## src/common/wrb_pkg.sv

```systemverilog
////////////////////////////////////////////////////////////
// Sizes and bus types of the write-response bank
// Every bank module refers to these by scoped names
////////////////////////////////////////////////////////////

`default_nettype none

package wrb_pkg;

  ////////////////////////////////////////////////////////////
  // Sizes
  ////////////////////////////////////////////////////////////

  // AXI identifiers and their width
  localparam int unsigned NumIds = 4;
  localparam int unsigned IdWidth = 2;

  // Shared slot pool
  localparam int unsigned BankCapa = 16;
  localparam int unsigned BankAddrWidth = 4;

  // Response content without the identifier
  localparam int unsigned MsgWidth = 8;

  ////////////////////////////////////////////////////////////
  // Types
  ////////////////////////////////////////////////////////////

  typedef logic [IdWidth-1:0] id_t;
  typedef logic [BankAddrWidth-1:0] slot_addr_t;

  // One bit per slot, for release enables, valid bits and freed pulses
  typedef logic [BankCapa-1:0] slot_mask_t;
  typedef logic [NumIds-1:0] id_mask_t;

  // AXI write response without its handshake
  typedef struct packed {
    id_t id;
    logic [MsgWidth-1:0] content;
  } write_resp_t;

  // Accepted reservation, allocator to list control
  typedef struct packed {
    logic valid;
    id_t id;
    slot_addr_t addr;
  } res_grant_t;

  // Release choice, arbiter to the other stages
  typedef struct packed {
    logic valid;
    id_t id;
    slot_addr_t addr;
  } rel_sel_t;

endpackage

`default_nettype wire

```

## src/source/wrb_slot_alloc.sv

```systemverilog
////////////////////////////////////////////////////////////
// Slot allocator of the write-response bank
// Keeps the slot valid bits, hands out the lowest free slot
// and frees the slot picked for release
////////////////////////////////////////////////////////////

`default_nettype none
`timescale 1ns/10ps

module wrb_slot_alloc (
  input  wire logic                  clk_i,
  input  wire logic                  rst_ni,
  input  wire logic                  i_res_valid,
  input  wire wrb_pkg::id_t          i_res_id,
  input  wire wrb_pkg::rel_sel_t     i_rel,
  output logic                       o_res_ready,
  output wrb_pkg::slot_addr_t        o_res_addr,
  output wrb_pkg::res_grant_t        o_grant,
  output wrb_pkg::slot_mask_t        o_rel_addr_onehot
);

  // One bit per slot that is reserved or filled
  wrb_pkg::slot_mask_t slot_v_q;
  wrb_pkg::slot_mask_t slot_v_d;
  wrb_pkg::slot_mask_t grant_mask;
  wrb_pkg::slot_mask_t rel_mask;
  wrb_pkg::slot_addr_t free_addr;

  // Lowest free slot by a scan from the top where the last hit wins
  always_comb begin : find_free
    free_addr = '0;
    for (int i = wrb_pkg::BankCapa - 1; i >= 0; i--) begin
      if (!slot_v_q[i]) begin
        free_addr = i[wrb_pkg::BankAddrWidth-1:0];
      end
    end
  end : find_free

  // Ready while any slot is left
  assign o_res_ready = ~&slot_v_q;
  assign o_res_addr  = free_addr;

  assign o_grant.valid = i_res_valid && o_res_ready;
  assign o_grant.id    = i_res_id;
  assign o_grant.addr  = free_addr;

  // Set and clear masks for two slots that never coincide
  assign grant_mask = o_grant.valid ? wrb_pkg::slot_mask_t'(1) << free_addr : '0;
  assign rel_mask   = i_rel.valid ? wrb_pkg::slot_mask_t'(1) << i_rel.addr : '0;

  assign slot_v_d = (slot_v_q | grant_mask) & ~rel_mask;

  // Freed slot pulses during the selection cycle only
  assign o_rel_addr_onehot = rel_mask;

  always_ff @(posedge clk_i or negedge rst_ni) begin
    if (!rst_ni) begin
      slot_v_q <= '0;
    end else begin
      slot_v_q <= slot_v_d;
    end
  end

  // The granted slot was free, so a full pool grants nothing
  grant_slot_free: assert property (@(posedge clk_i) disable iff (!rst_ni)
    o_grant.valid |-> !slot_v_q[o_grant.addr]);

  // Only a slot in use can be released
  rel_slot_used: assert property (@(posedge clk_i) disable iff (!rst_ni)
    i_rel.valid |-> slot_v_q[i_rel.addr]);

endmodule

`default_nettype wire

```

## src/wrb_lists/wrb_list_ctrl.sv

```systemverilog
////////////////////////////////////////////////////////////
// Per-identifier linked lists over the shared slot pool
// Tracks head, fill and tail pointers with their counts and
// steers message writes to the oldest unfilled slot
////////////////////////////////////////////////////////////

`default_nettype none
`timescale 1ns/10ps

module wrb_list_ctrl (
  input  wire logic                  clk_i,
  input  wire logic                  rst_ni,
  input  wire wrb_pkg::res_grant_t   i_grant,
  input  wire logic                  i_in_valid,
  input  wire wrb_pkg::write_resp_t  i_in_data,
  input  wire wrb_pkg::rel_sel_t     i_rel,
  output logic                       o_in_ready,
  output logic                       o_wr_en,
  output wrb_pkg::slot_addr_t        o_wr_addr,
  output wrb_pkg::slot_addr_t [wrb_pkg::NumIds-1:0] o_oldest,
  output wrb_pkg::id_mask_t          o_has_filled
);

  // Counts reach the full pool and need one extra bit
  typedef logic [wrb_pkg::BankAddrWidth:0] cnt_t;

  ////////////////////////////////////////////////////////////
  // Pointers and counts
  ////////////////////////////////////////////////////////////

  // Head is the last reserved slot and tail the oldest one
  wrb_pkg::slot_addr_t head_q [wrb_pkg::NumIds];
  wrb_pkg::slot_addr_t head_d [wrb_pkg::NumIds];
  // Fill is the oldest reserved slot still waiting for data
  wrb_pkg::slot_addr_t fill_q [wrb_pkg::NumIds];
  wrb_pkg::slot_addr_t fill_d [wrb_pkg::NumIds];
  wrb_pkg::slot_addr_t tail_q [wrb_pkg::NumIds];
  wrb_pkg::slot_addr_t tail_d [wrb_pkg::NumIds];

  // Counts of reserved unfilled and of filled unreleased slots
  cnt_t res_cnt_q  [wrb_pkg::NumIds];
  cnt_t res_cnt_d  [wrb_pkg::NumIds];
  cnt_t fill_cnt_q [wrb_pkg::NumIds];
  cnt_t fill_cnt_d [wrb_pkg::NumIds];

  // Next slot of each slot in its list
  wrb_pkg::slot_addr_t link_q [wrb_pkg::BankCapa];

  wrb_pkg::id_mask_t res_hit;
  wrb_pkg::id_mask_t in_hit;
  wrb_pkg::id_mask_t pop_hit;
  wrb_pkg::id_mask_t empty_after_pop;
  logic in_acc;
  logic link_wr_en;

  // Input needs an unfilled reserved slot of its own identifier
  assign o_in_ready = res_cnt_q[i_in_data.id] != '0;
  assign in_acc     = i_in_valid && o_in_ready;

  // Data goes to the fill slot of the incoming identifier
  assign o_wr_en   = in_acc;
  assign o_wr_addr = fill_q[i_in_data.id];

  always_comb begin : list_next
    for (int i = 0; i < wrb_pkg::NumIds; i++) begin
      res_hit[i] = i_grant.valid && (i_grant.id == i);
      in_hit[i]  = in_acc && (i_in_data.id == i);
      pop_hit[i] = i_rel.valid && (i_rel.id == i);
      // A pop only ever takes a filled slot
      empty_after_pop[i] = (res_cnt_q[i] == '0) && (fill_cnt_q[i] == cnt_t'(pop_hit[i]));

      head_d[i] = head_q[i];
      fill_d[i] = fill_q[i];
      tail_d[i] = tail_q[i];

      if (res_hit[i] && empty_after_pop[i]) begin
        // Fresh list with all pointers on the new slot
        head_d[i] = i_grant.addr;
        fill_d[i] = i_grant.addr;
        tail_d[i] = i_grant.addr;
      end else begin
        if (res_hit[i]) begin
          head_d[i] = i_grant.addr;
        end
        // No unfilled slot left after this input, so fill jumps to the new one
        if (res_hit[i] && (res_cnt_q[i] == cnt_t'(in_hit[i]))) begin
          fill_d[i] = i_grant.addr;
        end else if (in_hit[i]) begin
          fill_d[i] = link_q[fill_q[i]];
        end
        if (pop_hit[i]) begin
          tail_d[i] = link_q[tail_q[i]];
        end
      end

      res_cnt_d[i]  = res_cnt_q[i] + cnt_t'(res_hit[i]) - cnt_t'(in_hit[i]);
      fill_cnt_d[i] = fill_cnt_q[i] + cnt_t'(in_hit[i]) - cnt_t'(pop_hit[i]);

      o_oldest[i]     = tail_q[i];
      o_has_filled[i] = fill_cnt_q[i] != '0;
    end
  end : list_next

  // Chain the new slot behind the current head
  assign link_wr_en = i_grant.valid && !empty_after_pop[i_grant.id];

  always_ff @(posedge clk_i) begin
    if (link_wr_en) begin
      link_q[head_q[i_grant.id]] <= i_grant.addr;
    end
  end

  always_ff @(posedge clk_i or negedge rst_ni) begin
    if (!rst_ni) begin
      for (int i = 0; i < wrb_pkg::NumIds; i++) begin
        head_q[i]     <= '0;
        fill_q[i]     <= '0;
        tail_q[i]     <= '0;
        res_cnt_q[i]  <= '0;
        fill_cnt_q[i] <= '0;
      end
    end else begin
      head_q     <= head_d;
      fill_q     <= fill_d;
      tail_q     <= tail_d;
      res_cnt_q  <= res_cnt_d;
      fill_cnt_q <= fill_cnt_d;
    end
  end

  // Input to a single unfilled slot lands on the newest reservation
  fill_at_head: assert property (@(posedge clk_i) disable iff (!rst_ni)
    o_wr_en && (res_cnt_q[i_in_data.id] == cnt_t'(1))
    |-> o_wr_addr == head_q[i_in_data.id]);

  // Arbiter pops only lists holding a filled entry
  pop_has_fill: assert property (@(posedge clk_i) disable iff (!rst_ni)
    i_rel.valid |-> fill_cnt_q[i_rel.id] != '0);

endmodule

`default_nettype wire

```

## src/source/wrb_release_arb.sv

```systemverilog
////////////////////////////////////////////////////////////
// Release arbiter of the write-response bank
// Picks the lowest identifier whose oldest slot is filled
// and release-enabled, while the output stage is empty
////////////////////////////////////////////////////////////

`default_nettype none
`timescale 1ns/10ps

module wrb_release_arb (
  input  wire wrb_pkg::slot_mask_t   i_release_en,
  input  wire wrb_pkg::slot_addr_t [wrb_pkg::NumIds-1:0] i_oldest,
  input  wire wrb_pkg::id_mask_t     i_has_filled,
  input  wire logic                  i_out_empty,
  output wrb_pkg::rel_sel_t          o_rel
);

  // Identifiers that could release this cycle
  wrb_pkg::id_mask_t cand;
  wrb_pkg::id_t      sel_id;

  always_comb begin : cand_gen
    for (int i = 0; i < wrb_pkg::NumIds; i++) begin
      cand[i] = i_has_filled[i] && i_release_en[i_oldest[i]];
    end
  end : cand_gen

  // Lowest candidate wins by a scan from the top
  always_comb begin : pick_lowest
    sel_id = '0;
    for (int i = wrb_pkg::NumIds - 1; i >= 0; i--) begin
      if (cand[i]) begin
        sel_id = i[wrb_pkg::IdWidth-1:0];
      end
    end
  end : pick_lowest

  // Nothing goes out while the output register is busy
  assign o_rel.valid = i_out_empty && |cand;
  assign o_rel.id    = sel_id;
  assign o_rel.addr  = i_oldest[sel_id];

endmodule

`default_nettype wire

```

## src/source/wrb_out_stage.sv

```systemverilog
////////////////////////////////////////////////////////////
// Message RAM and output register of the bank
// Loads on a release choice, empties on a taken output
////////////////////////////////////////////////////////////

`default_nettype none
`timescale 1ns/10ps

module wrb_out_stage (
  input  wire logic                          clk_i,
  input  wire logic                          rst_ni,
  input  wire logic                          i_wr_en,
  input  wire wrb_pkg::slot_addr_t           i_wr_addr,
  input  wire logic [wrb_pkg::MsgWidth-1:0]  i_wr_content,
  input  wire wrb_pkg::rel_sel_t             i_rel,
  input  wire logic                          i_out_ready,
  output logic                               o_out_empty,
  output logic                               o_out_valid,
  output wrb_pkg::write_resp_t               o_out_data
);

  ////////////////////////////////////////////////////////////
  // Message RAM
  ////////////////////////////////////////////////////////////

  // Content only, the identifier comes with the release choice
  logic [wrb_pkg::MsgWidth-1:0] msg_ram [wrb_pkg::BankCapa];

  always_ff @(posedge clk_i) begin
    if (i_wr_en) begin
      msg_ram[i_wr_addr] <= i_wr_content;
    end
  end

  ////////////////////////////////////////////////////////////
  // Output register
  ////////////////////////////////////////////////////////////

  logic out_valid_q;
  wrb_pkg::write_resp_t out_data_q;

  // Arbiter only selects when empty, so load and drain never overlap
  always_ff @(posedge clk_i or negedge rst_ni) begin
    if (!rst_ni) begin
      out_valid_q <= 1'b0;
    end else if (i_rel.valid) begin
      out_valid_q <= 1'b1;
    end else if (out_valid_q && i_out_ready) begin
      out_valid_q <= 1'b0;
    end
  end

  // Read of the selected slot, same edge as its release
  always_ff @(posedge clk_i) begin
    if (i_rel.valid) begin
      out_data_q.id      <= i_rel.id;
      out_data_q.content <= msg_ram[i_rel.addr];
    end
  end

  assign o_out_empty = !out_valid_q;
  assign o_out_valid = out_valid_q;
  assign o_out_data  = out_data_q;

  // Held response stays put until taken
  out_stable: assert property (@(posedge clk_i) disable iff (!rst_ni)
    o_out_valid && !i_out_ready |=> o_out_valid && $stable(o_out_data));

endmodule

`default_nettype wire

```

## src/source/wrb_top.sv

```systemverilog
////////////////////////////////////////////////////////////
// Top of the write-response bank
// Reservation, fill, release selection and output in a row
////////////////////////////////////////////////////////////

`default_nettype none
`timescale 1ns/10ps

module wrb_top (
  input  wire logic                  clk_i,
  input  wire logic                  rst_ni,
  input  wire logic                  i_res_valid,
  input  wire wrb_pkg::id_t          i_res_id,
  output logic                       o_res_ready,
  output wrb_pkg::slot_addr_t        o_res_addr,
  input  wire logic                  i_in_valid,
  input  wire wrb_pkg::write_resp_t  i_in_data,
  output logic                       o_in_ready,
  input  wire wrb_pkg::slot_mask_t   i_release_en,
  output wrb_pkg::slot_mask_t        o_rel_addr_onehot,
  output logic                       o_out_valid,
  output wrb_pkg::write_resp_t       o_out_data,
  input  wire logic                  i_out_ready
);

  wrb_pkg::res_grant_t grant;
  wrb_pkg::rel_sel_t   rel;
  logic                wr_en;
  wrb_pkg::slot_addr_t wr_addr;
  wrb_pkg::slot_addr_t [wrb_pkg::NumIds-1:0] oldest;
  wrb_pkg::id_mask_t   has_filled;
  logic                out_empty;

  // Reservation
  wrb_slot_alloc u_slot_alloc (
    .clk_i             (clk_i),
    .rst_ni            (rst_ni),
    .i_res_valid       (i_res_valid),
    .i_res_id          (i_res_id),
    .i_rel             (rel),
    .o_res_ready       (o_res_ready),
    .o_res_addr        (o_res_addr),
    .o_grant           (grant),
    .o_rel_addr_onehot (o_rel_addr_onehot)
  );

  // Fill and list upkeep
  wrb_list_ctrl u_list_ctrl (
    .clk_i        (clk_i),
    .rst_ni       (rst_ni),
    .i_grant      (grant),
    .i_in_valid   (i_in_valid),
    .i_in_data    (i_in_data),
    .i_rel        (rel),
    .o_in_ready   (o_in_ready),
    .o_wr_en      (wr_en),
    .o_wr_addr    (wr_addr),
    .o_oldest     (oldest),
    .o_has_filled (has_filled)
  );

  // Release selection
  wrb_release_arb u_release_arb (
    .i_release_en (i_release_en),
    .i_oldest     (oldest),
    .i_has_filled (has_filled),
    .i_out_empty  (out_empty),
    .o_rel        (rel)
  );

  // Output
  wrb_out_stage u_out_stage (
    .clk_i        (clk_i),
    .rst_ni       (rst_ni),
    .i_wr_en      (wr_en),
    .i_wr_addr    (wr_addr),
    .i_wr_content (i_in_data.content),
    .i_rel        (rel),
    .i_out_ready  (i_out_ready),
    .o_out_empty  (out_empty),
    .o_out_valid  (o_out_valid),
    .o_out_data   (o_out_data)
  );

endmodule

`default_nettype wire

```

## config.mk

```make
export PLATFORM = sky130hd
export DESIGN_NAME = wrb_top
export DESIGN_NICKNAME = d
export VERILOG_FILES = /design/src/common/wrb_pkg.sv /design/src/source/wrb_slot_alloc.sv /design/src/wrb_lists/wrb_list_ctrl.sv /design/src/source/wrb_release_arb.sv /design/src/source/wrb_out_stage.sv /design/src/source/wrb_top.sv
export SDC_FILE = /design/constraint.sdc
export NUM_CORES = 1
export LEC_CHECK = 0
export ABC_CLOCK_PERIOD_IN_PS = 11800
export BUFFER_PORTS_ARGS = -buffer_cell sky130_fd_sc_hd__buf_2
export CAP_MARGIN = 20
export CORE_ASPECT_RATIO = 1.5
export CORE_MARGIN = 2
export CORE_UTILIZATION = 60
export CTS_CLUSTER_SIZE = 12
export DETAILED_ROUTE_END_ITERATION = 6
export PLACE_DENSITY = 0.78
export SKIP_CTS_REPAIR_TIMING = 1
export SYNTH_ARGS = -nofsm -noshare
export SYNTH_HDL_FRONTEND = slang
export SYNTH_SLANG_ARGS = --single-unit
```

## constraint.sdc

```tcl
create_clock -name clk_i -period 11.8 [get_ports clk_i]
set_input_delay 2.95 -clock clk_i [delete_from_list [all_inputs] [get_ports clk_i]]
set_output_delay 2.95 -clock clk_i [all_outputs]
set_load 0.005 [all_outputs]
```

==> impl_summary.txt, run 1 <==
----------------------------------------------------
[Final layout]
  Layout cell share with drive strength beyond 1 ... 22.4%
  Total Nets Final ... 1,478
  # diodes ... 0
  Layout filler cell count ... 2,199
  Growth of design area from synthesis to finish ... 8.85%

[Synthesis]
  Main synth FF type ... sky130_fd_sc_hd__edfxtp_1
  Post-Synthesis Mean Instance Area ... 13.5 µm²
  Post-synthesis instance area ... 0.0182 mm²
  Synthesized netlist net count ... 1,437
  Yosys Warn Count ... 0
  Portion of the post-synthesis area used by sequential elements ... 47.9%
  Number of synthesized flops with an enable pin ... 202
  Async set or reset register ratio after synthesis ... 34.2%
  Post-synthesis sequential element count ... 307
  Synth Instances ... 1,348
  Number of distinct library cells after synthesis ... 65

[Placement]
  Gpl congestion ... 1.04
  HPWL after detailed placement ... 36,900 µm
  Port-buffer cells ... 65

[Detailed routing]
  Total wire length after detailed routing ... 50,500 µm
  Router iterations before antenna repair ... 5
  Number of vias after detailed routing ... 12,400
  Count of antenna-violating nets left after detailed routing ... 0
  Number of vias per cell after detailed routing ... 6.83
  WL/cell ... 27.9 µm
  Remaining DRCs ... 0
  Initial DRC Count ... 1,446

[STA]
  Post-route fraction of the period consumed by the critical path ... 76.1%
  Setup Skew ... 21.0 ps
  Final-report hold violation count ... 0
  Max-slew headroom at the worst pin ... 32.3%
  Slew Viols, Final ... 0
  Clock period minus worst slack ... 8980 ps
  Post-Route Setup TNS ... 0 ps
  Max Freq ... 111 MHz
  Unrepaired setup endpoints after global routing ... no
  Transition time of the tightest slew-check pin ... 1020 ps
  Setup-failing EPs final ... 0

[Clock network]
  Root Buffer ... sky130_fd_sc_hd__clkbuf_16
  Latest clock arrival within the worst-skew pair ... 580 ps
  CTS tree ... yes
  Level count of the clock H-tree ... 1
  Clock Pin Slew Worst Setup and Hold Paths ... 60 ps
  Sinks on Clock Net ... 307
  Number of buffers created by CTS ... 31
  Clock buffer depth ... 3

[Outcome]
  Status ... finished clean

[Worst setup path]
  Delay contributed by the slowest stage of the critical path ... 560 ps
  Flop-to-flop setup slack ... 6010 ps
  Type of the setup path with the least slack ... in2out
  Cell with the largest stage delay on the worst path ... sky130_fd_sc_hd__buf_4
  Type of element launching the critical path ... primary input
  Reg-to-reg critical path startpoint ... u_list_ctrl.o_oldest[4]
  CP Max Fanout ... 36
  Start point of the critical path ... i_release_en[15]
  Most common cell on crit path ... sky130_fd_sc_hd__buf_2
  Cell family with most CP delay ... simple AND/OR/NAND/NOR gates
  Worst EP arrival ... 6030 ps
  Endpoint class of the critical path ... output port
  Worst path required time ... 8850 ps
  Sum of buffers and inverters on the critical path ... 3
  Chain of cells forming the critical path ... buf_2 -> mux4_2 -> o2111ai_1 -> and2_1 -> nor2b_1 -> o21ai_0 -> o221ai_4 -> buf_4 -> nand2_1 -> nor2_1 -> buf_2

[Global routing]
  Wire length of the first global-routing pass ... 77,200 µm
  Grt ovf ... 0
  Initial antenna violation count ... 0
  Overall routing resource usage ... 32.7%
  Via count of the first global-routing pass ... 12,700
  Pin count of the biggest net entering global routing ... 60

[Floorplanning]
  Floorplan row count ... 78
  Count of boundary I/O pins ... 66
  Starting density of the core ... 60.4%
  Total die area ... 0.0317 mm²
  Die outline width ... 146 µm
  Core box area ... 0.0301 mm²
  Floorplan die height ... 217 µm

[Run]
  Maximum Capacitance Violations ... 0

[Power]
  Peak supply drop ... 0.250 mV
  Leakage dissipation ... 7.73 nW
  Cell area power density ... 337 mW/mm²
  Power after layout ... 6.66 mW

[Hold path]
  Class of the tightest hold or removal check ... reg2reg
  Launch point of the worst hold path ... u_list_ctrl.head_q[2]

----------------------------------------------------
synth_stat cells (16+ instances only):
library cell / count / area share, %
sky130_fd_sc_hd__edfxtp_1: 202 / 33
sky130_fd_sc_hd__mux4_2: 162 / 20
sky130_fd_sc_hd__mux2i_1: 144 / 7.9
sky130_fd_sc_hd__nor2_1: 132 / 2.7
sky130_fd_sc_hd__dfrtp_1: 105 / 14
sky130_fd_sc_hd__inv_1: 93 / 1.9
sky130_fd_sc_hd__a21oi_1: 61 / 1.7
sky130_fd_sc_hd__nand2_1: 56 / 1.2
sky130_fd_sc_hd__ha_1: 48 / 3.3
sky130_fd_sc_hd__clkbuf_1: 44 / 0.91
sky130_fd_sc_hd__o21ai_0: 25 / 0.69
sky130_fd_sc_hd__xnor2_1: 24 / 1.2
sky130_fd_sc_hd__a22oi_1: 19 / 0.79
sky130_fd_sc_hd__a31oi_1: 17 / 0.59
sky130_fd_sc_hd__nor2b_1: 16 / 0.55
worst reg2reg max path: stages, from the launching register on:
cell                        delay (ps)
sky130_fd_sc_hd__dfrtp_1           320
sky130_fd_sc_hd__buf_4             430
sky130_fd_sc_hd__mux4_2            640
sky130_fd_sc_hd__o2111ai_1         260
sky130_fd_sc_hd__and2_1            380
sky130_fd_sc_hd__nor2b_1           220
sky130_fd_sc_hd__o21ai_0           200
sky130_fd_sc_hd__nor2_1            570
sky130_fd_sc_hd__ha_1              360
sky130_fd_sc_hd__inv_1             160
sky130_fd_sc_hd__or3_1             250
sky130_fd_sc_hd__mux2i_1            90
sky130_fd_sc_hd__a2111oi_0         510
sky130_fd_sc_hd__clkbuf_2          240
sky130_fd_sc_hd__nor2b_1           180
sky130_fd_sc_hd__nand2_1           160
sky130_fd_sc_hd__nor2_1            480
sequential cells by signal, summed over array words and instances, names as in the netlist:
| name | flops |
|---|---|
| u_list_ctrl.fill_cnt_q | 20 |
| u_list_ctrl.fill_q | 16 |
| u_list_ctrl.head_q | 16 |
| u_list_ctrl.link_q | 64 |
| u_list_ctrl.o_oldest | 16 |
| u_list_ctrl.res_cnt_q | 20 |
| u_out_stage.msg_ram | 128 |
| u_out_stage.o_out_data | 10 |
| u_out_stage.o_out_valid | 1 |
| u_slot_alloc.slot_v_q | 16 |
final cells by class:
class | count | area, µm² | area share (%)
clock buffer | 54 | 893 | 4.52
tap | 400 | 500 | 2.53
clock inverter | 4 | 31.3 | 0.158
sequential | 307 | 8690 | 44.0
inverter | 96 | 360 | 1.82
timing repair buffer | 87 | 510 | 2.58
multi-input combinational | 866 | 8780 | 44.4
where the power goes:
part	switching (mW)	internal [mW]
logic	2.14	1.69
registers	0.380	1.54
clock network	0.398	0.511
total	2.92	3.74
layer usage:
metal / GRT usage [%] / vias to the layer above / share of wire, %
met5: 0 / - / 0
met1: 36.1 / 6161 / 31
met4: 25.7 / 0 / 9.8
li1: - / 5240 / -
met2: 56.5 / 754 / 51
met3: 5.16 / 228 / 7.8
path summary, 6_finish.rpt:
kind                                              end  cells after the start
setup / recovery                 o_rel_addr_onehot[0]                     11
hold reg to reg                 u_list_ctrl.head_q[2]                      2
setup reg to reg             u_list_ctrl.link_q[8][2]                     16
min in group asynchronous  u_list_ctrl.fill_cnt_q[13]                      1
max in group asynchronous     u_list_ctrl.o_oldest[2]                      2
hold / removal                  u_list_ctrl.head_q[2]                      2
cell usage in the layout (no fill, tap or decap), drive strengths merged, types with 5 or more instances in the layout:
cell | synthesis | layout
nand2 | 56 | 56
nor2b | 16 | 16
xnor2 | 24 | 24
and3 | 6 | 6
fa | 8 | 8
dfrtp | 105 | 105
mux2i | 144 | 144
nand2b | 11 | 11
o21ai | 25 | 25
or2 | 5 | 5
inv | 93 | 96
xor2 | 8 | 8
ha | 48 | 48
mux4 | 162 | 162
buf | 35 | 86
clkbuf | 44 | 55
or3 | 7 | 7
a31oi | 17 | 17
and2 | 5 | 5
o22ai | 8 | 8
nor2 | 132 | 132
a22oi | 19 | 19
mux2 | 15 | 15
nand3 | 14 | 14
a21oi | 62 | 62
nor4b | 6 | 6
a21o | 15 | 15
edfxtp | 202 | 202
nand4 | 5 | 5
a211oi | 5 | 5
through the flow:
| stage | utilization [%] | cells | hold slack (ps) | instance area (µm²) | setup WS (ps) |
|---|---|---|---|---|---|
| finish | 65.8 | 1814 | 486 | 19800 | 2820 |
| global placement | 62.6 | 1754 | 459 | 18800 | 2990 |
| CTS | 65.7 | 1812 | 488 | 19700 | 2930 |
| detailed placement | 62.6 | 1754 | 468 | 18800 | 2930 |
| floorplan | - | 1348 | 445 | 18200 | 3760 |
| global route | 65.8 | 1814 | 528 | 19800 | 2630 |
cell families after synthesis:
family / Yosys count / synth area share (%)
AOI/OAI and AO/OA: 175 / 6.11
muxes: 321 / 28.9
buffers and inverters: 175 / 3.98
adders and majority gates: 56 / 4.19
and+or+nand+nor: 282 / 7.38
xor gates and xnor gates: 32 / 1.54
DFF: 307 / 47.9
Note: power is estimated with default switching activity, not from simulation.
==> run 2: changes to the inputs <==
Settings changed: ABC_CLOCK_PERIOD_IN_PS 11800 to 9000.
Clock period 11.8 ns to 9 ns, I/O delays scaled along.
==> impl_summary.txt, run 2 (synthesis results as in run 1) <==
----------------------------------------------------
[Run]
  Maximum Capacitance Violations ... 0 (unchanged)

[Hold path]
  Class of the tightest hold or removal check ... reg2reg
  Hold Path End ... u_list_ctrl.head_q[4]
  Cell count of the worst hold path ... 2 (unchanged)
  Launch point of the worst hold path ... u_list_ctrl.head_q[4]

[Final layout]
  Most common cell after layout, fill and taps aside ... sky130_fd_sc_hd__edfxtp_1
  Summed area of non-filler cells in the final layout ... 0.0198 mm² (+0.25%)
  Largest reg by FF count ... u_out_stage.msg_ram
  Growth of design area from synthesis to finish ... 9.12%
  Total Nets Final ... 1,478 (unchanged)
  Layout cell share with drive strength beyond 1 ... 22.4% (about the same)
  Commonest non-fill, non-tap cells in the layout ... 202 x sky130_fd_sc_hd__edfxtp_1, 162 x sky130_fd_sc_hd__mux4_2, 144 x sky130_fd_sc_hd__mux2i_1, 132 x sky130_fd_sc_hd__nor2_1, 105 x sky130_fd_sc_hd__dfrtp_1
  Number of flip-flops in the largest register ... 128 (unchanged)
  # diodes ... 0 (unchanged)

[Detailed routing]
  WL/cell ... 28.4 µm (+1.9%)
  Count of antenna-violating nets left after detailed routing ... 0 (unchanged)
  Initial DRC Count ... 1,583 (+9.5%)
  Remaining DRCs ... 0 (unchanged)
  Number of vias per cell after detailed routing ... 6.79 (-0.49%)
  Number of vias after detailed routing ... 12,300 (-0.55%)
  Total wire length after detailed routing ... 51,500 µm (+1.8%)
  Router iterations before antenna repair ... 6 (+1)

[Clock network]
  CTS tree ... yes
  Sinks on Clock Net ... 307 (unchanged)
  Clock buffer depth ... 3 (unchanged)
  Number of buffers created by CTS ... 30 (-3.2%)
  Level count of the clock H-tree ... 1 (unchanged)
  Latest clock arrival within the worst-skew pair ... 590 ps (about the same)
  Clock Pin Slew Worst Setup and Hold Paths ... 60 ps (about the same)
  Root Buffer ... sky130_fd_sc_hd__clkbuf_16

[STA]
  Post-Route Setup TNS ... 0 ps (unchanged)
  Post-route fraction of the period consumed by the critical path ... 82.4%
  Post-layout worst setup margin ... 1590 ps (-1230 ps)
  Max Freq ... 135 MHz
  Slew Viols, Final ... 0 (unchanged)
  Clock period minus worst slack ... 7410 ps
  Max-slew headroom at the worst pin ... 26.8% (-5.5 points)
  Transition time of the tightest slew-check pin ... 1090 ps (+73.6 ps)
  Final-report hold violation count ... 0 (unchanged)
  Setup-failing EPs final ... 0 (unchanged)
  Setup Skew ... 15.3 ps (-5.74 ps)
  Unrepaired setup endpoints after global routing ... no

[Power]
  Leakage dissipation ... 7.75 nW (+0.28%)
  Peak supply drop ... 0.607 mV (+140%)
  Cell area power density ... 442 mW/mm² (+31%)
  Power after layout ... 8.76 mW (+32%)

[Global routing]
  Met3 track utilization from global routing ... 5.32% (+0.17 points)
  Via count of the first global-routing pass ... 12,600 (-0.50%)
  Met1 usage ... 36.4% (+0.34 points)
  Grt ovf ... 0 (unchanged)
  Layer with the highest usage ... met2
  Overall routing resource usage ... 33.3% (+0.63 points)
  Pin count of the biggest net entering global routing ... 59 (-1.7%)
  Met2 track demand over resource in global routing ... 58.7% (+2.2 points)
  Wire length of the first global-routing pass ... 78,200 µm (+1.3%)
  Initial antenna violation count ... 0 (unchanged)

[Worst setup path]
  Start point of the critical path ... i_release_en[12]
  Reg-to-reg critical path endpoint ... u_list_ctrl.link_q[10][1]
  CP Max Fanout ... 11 (-69%)
  Type of element launching the critical path ... primary input
  Flop-to-flop setup slack ... 3510 ps (-2500 ps)
  Worst EP arrival ... 5160 ps (-870 ps)
  Type of the setup path with the least slack ... in2out
  Worst path required time ... 6750 ps (-2100 ps)
  Endpoint class of the critical path ... output port
  Worst R2R Path Depth ... 18 (+2)
  Reg-to-reg critical path startpoint ... u_list_ctrl.fill_cnt_q[12]

[Floorplanning]
  Floorplan die height ... 217 µm (unchanged)
  Total die area ... 0.0317 mm² (unchanged)
  Die outline width ... 146 µm (unchanged)
  Starting density of the core ... 60.4% (unchanged)
  Core box area ... 0.0301 mm² (unchanged)
  Floorplan row count ... 78 (unchanged)
  Count of boundary I/O pins ... 66 (unchanged)

[Outcome]
  Status ... finished clean

[Placement]
  Worst setup slack before clock tree synthesis ... 1670 ps (-1260 ps)
  Port-buffer cells ... 65 (unchanged)
  HPWL after detailed placement ... 37,100 µm (+0.45%)
  Post-detailed-placement cell area ... 0.0188 mm² (about the same)
  Gpl congestion ... 1.06 (+2.8%)

----------------------------------------------------
==> run 2: changes by cell type in the layout (fill, tap and decap cells not counted) <==
| cell | previous run | this run |
|---|---|---|
| sky130_fd_sc_hd__clkbuf_16 | 32 | 30 |
| sky130_fd_sc_hd__clkbuf_8 | 1 | 3 |
| sky130_fd_sc_hd__buf_16 | 1 | 2 |
| sky130_fd_sc_hd__bufinv_16 | 0 | 1 |
| sky130_fd_sc_hd__clkbuf_1 | 21 | 20 |
| sky130_fd_sc_hd__clkbuf_2 | 1 | 0 |
| sky130_fd_sc_hd__clkinv_16 | 0 | 1 |
| sky130_fd_sc_hd__dlymetal6s2s_1 | 0 | 1 |
| sky130_fd_sc_hd__inv_4 | 1 | 0 |
| sky130_fd_sc_hd__inv_6 | 1 | 0 |
| sky130_fd_sc_hd__inv_8 | 1 | 0 |
| sky130_fd_sc_hd__nor4b_1 | 5 | 4 |
| sky130_fd_sc_hd__nor4b_2 | 1 | 2 |
==> run 2: per-stage QoR <==
| step | cells | hold slack [ps] | util [%] |
|---|---|---|---|
| 2_1_floorplan | 1348 | 445 | - |
| 3_3_place_gp | 1753 | 458 | 62.6 |
| 3_5_place_dp | 1753 | 473 | 62.6 |
| 4_1_cts | 1809 | 486 | 65.7 |
| 5_1_grt | 1813 | 520 | 65.9 |
| 6_report | 1813 | 483 | 65.9 |
==> run 2: cell type report <==
cell class	instances	area, µm²
Fill cell	2233	10200
Multi-Input combinational cell	866	8790
Sequential cell	307	8690
Clock buffer	53	867
Timing Repair Buffer	88	546
Tap cell	400	500
Inverter	96	360
Clock inverter	3	65.1
==> run 2: where the power goes <==
group          switching (mW)  internal, mW  leakage [nW]
registers               0.546          2.02          3.07
logic                    2.76          2.22          4.23
clock network           0.528         0.679         0.444
==> run 2: worst max path at each step <==
stage                                 to  slack, ps
finish              o_rel_addr_onehot[1]       1590
global route        o_rel_addr_onehot[1]       1350
global placement    o_rel_addr_onehot[1]       1770
detailed placement  o_rel_addr_onehot[1]       1670
CTS                 o_rel_addr_onehot[1]       1650
floorplan           o_rel_addr_onehot[0]       2360
==> run 2: worst max-delay path: stages <==
cell	delay, ps
sky130_fd_sc_hd__buf_2	120
sky130_fd_sc_hd__mux2i_1	100
sky130_fd_sc_hd__a31oi_1	200
sky130_fd_sc_hd__nand3_1	100
sky130_fd_sc_hd__o22ai_1	820
sky130_fd_sc_hd__a21oi_2	200
sky130_fd_sc_hd__o22ai_1	590
sky130_fd_sc_hd__nor2b_1	290
sky130_fd_sc_hd__nand2_1	130
sky130_fd_sc_hd__nor2_1	220
sky130_fd_sc_hd__buf_2	150
==> run 2: routing by layer <==
layer  vias up  wire [µm]
met5         -          0
met2       743      26500
met3       244       3910
li1       5235          -
met1      6093      16200
met4         0       4820
==> run 3: changes to the inputs <==
Settings changed: ABC_AREA from default to 1, ABC_CLOCK_PERIOD_IN_PS 9000 to 7600, PLACE_DENSITY 0.78 to 0.77.
Clock period 9 ns to 7.6 ns, I/O delays scaled along.
==> impl_summary.txt, run 3 <==
----------------------------------------------------
[STA]
  Transition time of the tightest slew-check pin ... 1100 ps (+8.46 ps)
  Max-slew headroom at the worst pin ... 26.0% (-0.78 points)
  Clock period minus worst slack ... 6190 ps
  Setup-failing EPs final ... 0 (unchanged)
  Slew Viols, Final ... 0 (unchanged)
  Setup Skew ... 22.2 ps (+6.95 ps)
  Final-report hold violation count ... 0 (unchanged)
  Final hold slack ... 486 ps (+2.33 ps)
  Max Freq ... 161 MHz
  Post-route fraction of the period consumed by the critical path ... 81.5%
  Post-Route Setup TNS ... 0 ps (unchanged)
  Unrepaired setup endpoints after global routing ... no

[Synthesis]
  Most repeated cell in the gate-level netlist after synthesis ... sky130_fd_sc_hd__nand2_1
  Post-Synth XOR/XNOR Area ... 1.46% (-0.085 points)
  Synth Instances ... 2,409 (+79%)
  Most instantiated cells after synthesis ... 462 x sky130_fd_sc_hd__nand2_1, 341 x sky130_fd_sc_hd__o21ai_0, 242 x sky130_fd_sc_hd__nand3_1
  Cell accounting for the most synthesized area ... sky130_fd_sc_hd__edfxtp_1
  Post-synthesis sequential element count ... 307 (unchanged)
  Post-synthesis share of cell area spent on and, or, nand and nor gates ... 20.5% (+13 points)
  Synthesized netlist net count ... 2,498 (+74%)
  Yosys Warn Count ... 0 (unchanged)
  Compound-cell area share of the yosys netlist ... 20.5% (+14 points)
  Fraction of synthesized area in multiplexers ... 0.0586% (-29 points)
  Fraction of the mapped netlist area in adder cells ... 3.96% (-0.23 points)
  Async set or reset register ratio after synthesis ... 34.2% (unchanged)
  Share of Yosys cell area claimed by the top area cell type ... 31.6% (-1.8 points)
  Post-synthesis instance area ... 0.0192 mm² (+5.8%)
  Post-Synthesis Mean Instance Area ... 7.98 µm² (-41%)
  Cell types occupying the most area after synthesis ... sky130_fd_sc_hd__edfxtp_1 32%, sky130_fd_sc_hd__dfrtp_1 14%, sky130_fd_sc_hd__nand2_1 9.0%
  Combinational family with the most area after synthesis ... compound AO/OA/AOI/OAI gates
  Number of distinct library cells after synthesis ... 49 (-25%)
  Number of synthesized flops with an enable pin ... 202 (unchanged)
  Portion of the post-synthesis area used by sequential elements ... 45.2% (-2.6 points)
  Main synth FF type ... sky130_fd_sc_hd__edfxtp_1

[Worst setup path]
  Sum of buffers and inverters on the critical path ... 5 (+3)
  Most common cell on crit path ... sky130_fd_sc_hd__nand2_1
  Endpoint class of the critical path ... output port
  CP Max Fanout ... 19 (+8)
  Worst EP arrival ... 4290 ps (-870 ps)
  Worst path required time ... 5700 ps (-1050 ps)
  Cell family with most CP delay ... simple AND/OR/NAND/NOR gates
  Chain of cells forming the critical path ... buf_2 -> nand2_1 -> nand3_1 -> nand3_1 -> nand2_1 -> nand2_1 -> nand2_1 -> nand2_1 -> nand2_2 -> inv_2 -> nand2_4 -> nor2_2 -> nand2_1 -> nand2_1 -> nor2_4 -> inv_4 -> nor2_4 -> inv_2 -> nor2_1 -> buf_2
  Delay contributed by the slowest stage of the critical path ... 420 ps (-400 ps)
  Cell depth of the worst setup path ... 20 (+9)
  Type of element launching the critical path ... primary input
  Worst R2R Path Depth ... 20 (+2)
  Cell with the largest stage delay on the worst path ... sky130_fd_sc_hd__nor2_4
  Type of the setup path with the least slack ... in2out

[Clock network]
  Level count of the clock H-tree ... 2 (+1)
  Clock Pin Slew Worst Setup and Hold Paths ... 60 ps (about the same)
  Sinks on Clock Net ... 307 (unchanged)
  Root Buffer ... sky130_fd_sc_hd__clkbuf_16
  Clock buffer depth ... 3 (unchanged)
  CTS tree ... yes
  Latest clock arrival within the worst-skew pair ... 540 ps (-50 ps)
  Number of buffers created by CTS ... 34 (+13%)

[Final layout]
  Number of flip-flops in the largest register ... 128 (unchanged)
  Largest reg by FF count ... u_out_stage.msg_ram
  Most common cell after layout, fill and taps aside ... sky130_fd_sc_hd__nand2_1
  Total Nets Final ... 2,487 (+68%)
  Growth of design area from synthesis to finish ... 7.59%
  Commonest non-fill, non-tap cells in the layout ... 462 x sky130_fd_sc_hd__nand2_1, 341 x sky130_fd_sc_hd__o21ai_0, 242 x sky130_fd_sc_hd__nand3_1, 218 x sky130_fd_sc_hd__inv_1, 205 x sky130_fd_sc_hd__a21oi_1
  Layout cell share with drive strength beyond 1 ... 8.13% (-14 points)
  Layout filler cell count ... 2,713 (+21%)

[Global routing]
  Initial antenna violation count ... 1 (+1)
  Wire length of the first global-routing pass ... 101,000 µm (+29%)
  Overall routing resource usage ... 40.0% (+6.7 points)
  Pin count of the biggest net entering global routing ... 67 (+14%)
  Grt ovf ... 0 (unchanged)
  Via count of the first global-routing pass ... 17,500 (+39%)

[Detailed routing]
  Initial DRC Count ... 2,134 (+35%)
  Remaining DRCs ... 3 (+3)
  Router iterations before antenna repair ... 7 (+1)
  Number of vias after detailed routing ... 18,300 (+49%)
  Total wire length after detailed routing ... 66,600 µm (+29%)
  Number of vias per cell after detailed routing ... 6.47 (-4.7%)
  Count of antenna-violating nets left after detailed routing ... 0 (unchanged)
  WL/cell ... 23.5 µm (-17%)

[Placement]
  Port-buffer cells ... 65 (unchanged)
  Gpl congestion ... 0.999 (-6.1%)
  HPWL after detailed placement ... 46,400 µm (+25%)

[Floorplanning]
  Floorplan row count ... 80 (+2.6%)
  Total die area ... 0.0335 mm² (+5.7%)
  Starting density of the core ... 60.6% (+0.14 points)
  Floorplan die height ... 223 µm (+2.8%)
  Core box area ... 0.0317 mm² (+5.6%)
  Count of boundary I/O pins ... 66 (unchanged)
  Die outline width ... 150 µm (+2.8%)

[Hold path]
  Class of the tightest hold or removal check ... reg2reg
  Cell count of the worst hold path ... 2 (unchanged)

[Outcome]
  Failing checks ... DRC
  Status ... complete, but fails checks

[Run]
  Maximum Capacitance Violations ... 0 (unchanged)

----------------------------------------------------
run 3: cell types whose count changed after synthesis, moves of 29 or more:
cell and change:
sky130_fd_sc_hd__o221ai_1 +29, sky130_fd_sc_hd__clkbuf_1 +42, sky130_fd_sc_hd__nor2_1 +30, sky130_fd_sc_hd__mux4_2 -162, sky130_fd_sc_hd__mux2i_1 -144, sky130_fd_sc_hd__o211ai_1 +49
sky130_fd_sc_hd__nand3_1 +228, sky130_fd_sc_hd__nand2_1 +406, sky130_fd_sc_hd__inv_1 +125, sky130_fd_sc_hd__o21ai_0 +316, sky130_fd_sc_hd__a21oi_1 +144
run 3: final cells by class:
cell class	instances	area, µm²	share of cell area (%)
Inverter	249	937	4.53
Timing Repair Buffer	90	536	2.59
Clock inverter	10	70.1	0.339
Sequential cell	307	8700	42.1
Antenna cell	1	2.50	0.0121
Tap cell	410	513	2.48
Clock buffer	52	981	4.74
Multi-Input combinational cell	1716	8940	43.3
run 3: kinds of logic (layout without fill, tap and decap cells):
| kind of cell | after synthesis | in the layout |
|---|---|---|
| AO/OA/AOI/OAI | 706 | 706 |
| XOR/XNOR | 32 | 32 |
| adder cells (fa/ha/maj) | 56 | 56 |
| buffers and inverters | 386 | 401 |
| flip-flops | 307 | 307 |
| multiplexers | 1 | 1 |
| other | 0 | 1 |
| AND/OR/NAND/NOR | 921 | 921 |
run 3: worst min-delay path, cell delays in order, from the launching register on:
cell                      delay [ps]
sky130_fd_sc_hd__dfrtp_1         340
sky130_fd_sc_hd__nand2_1          50
sky130_fd_sc_hd__o21ai_0          60
run 3: worst paths after layout:
check / start / endpoint / slack [ps]
setup / recovery: i_release_en[13] / o_rel_addr_onehot[4] / 1410
hold reg to reg: u_list_ctrl.head_q[4] / u_list_ctrl.head_q[4] / 490
max in group asynchronous: rst_ni / u_list_ctrl.fill_q[12] / 4940
min in group asynchronous: rst_ni / u_list_ctrl.res_cnt_q[4] / 1430
setup reg to reg: u_list_ctrl.o_oldest[2] / u_list_ctrl.link_q[1][2] / 2380
hold / removal: u_list_ctrl.head_q[4] / u_list_ctrl.head_q[4] / 490
run 3: layer usage:
metal,part of all wire (%),vias up,global-route usage [%]
met4,9.9,0,32.3
met3,8.6,374,7.18
met2,48,1151,66.1
li1,-,8332,-
met1,33,8487,44.9
met5,0,-,0
run 3: stage by stage:
step                      instances  cell area, µm²  util [%]  setup slack, ps
final                          2835           20700      65.2             1410
after global routing           2834           20700      65.2             1180
after CTS                      2833           20700      65.1             1440
after detailed placement       2771           19600      61.8             1450
after global placement         2771           19600      61.8             1470
after floorplan                2409           19200         -             1970
Power of run 3 is left out: the tool's default activity adds up to more than one toggle a clock period on the data nets, which glitch-free logic cannot reach.
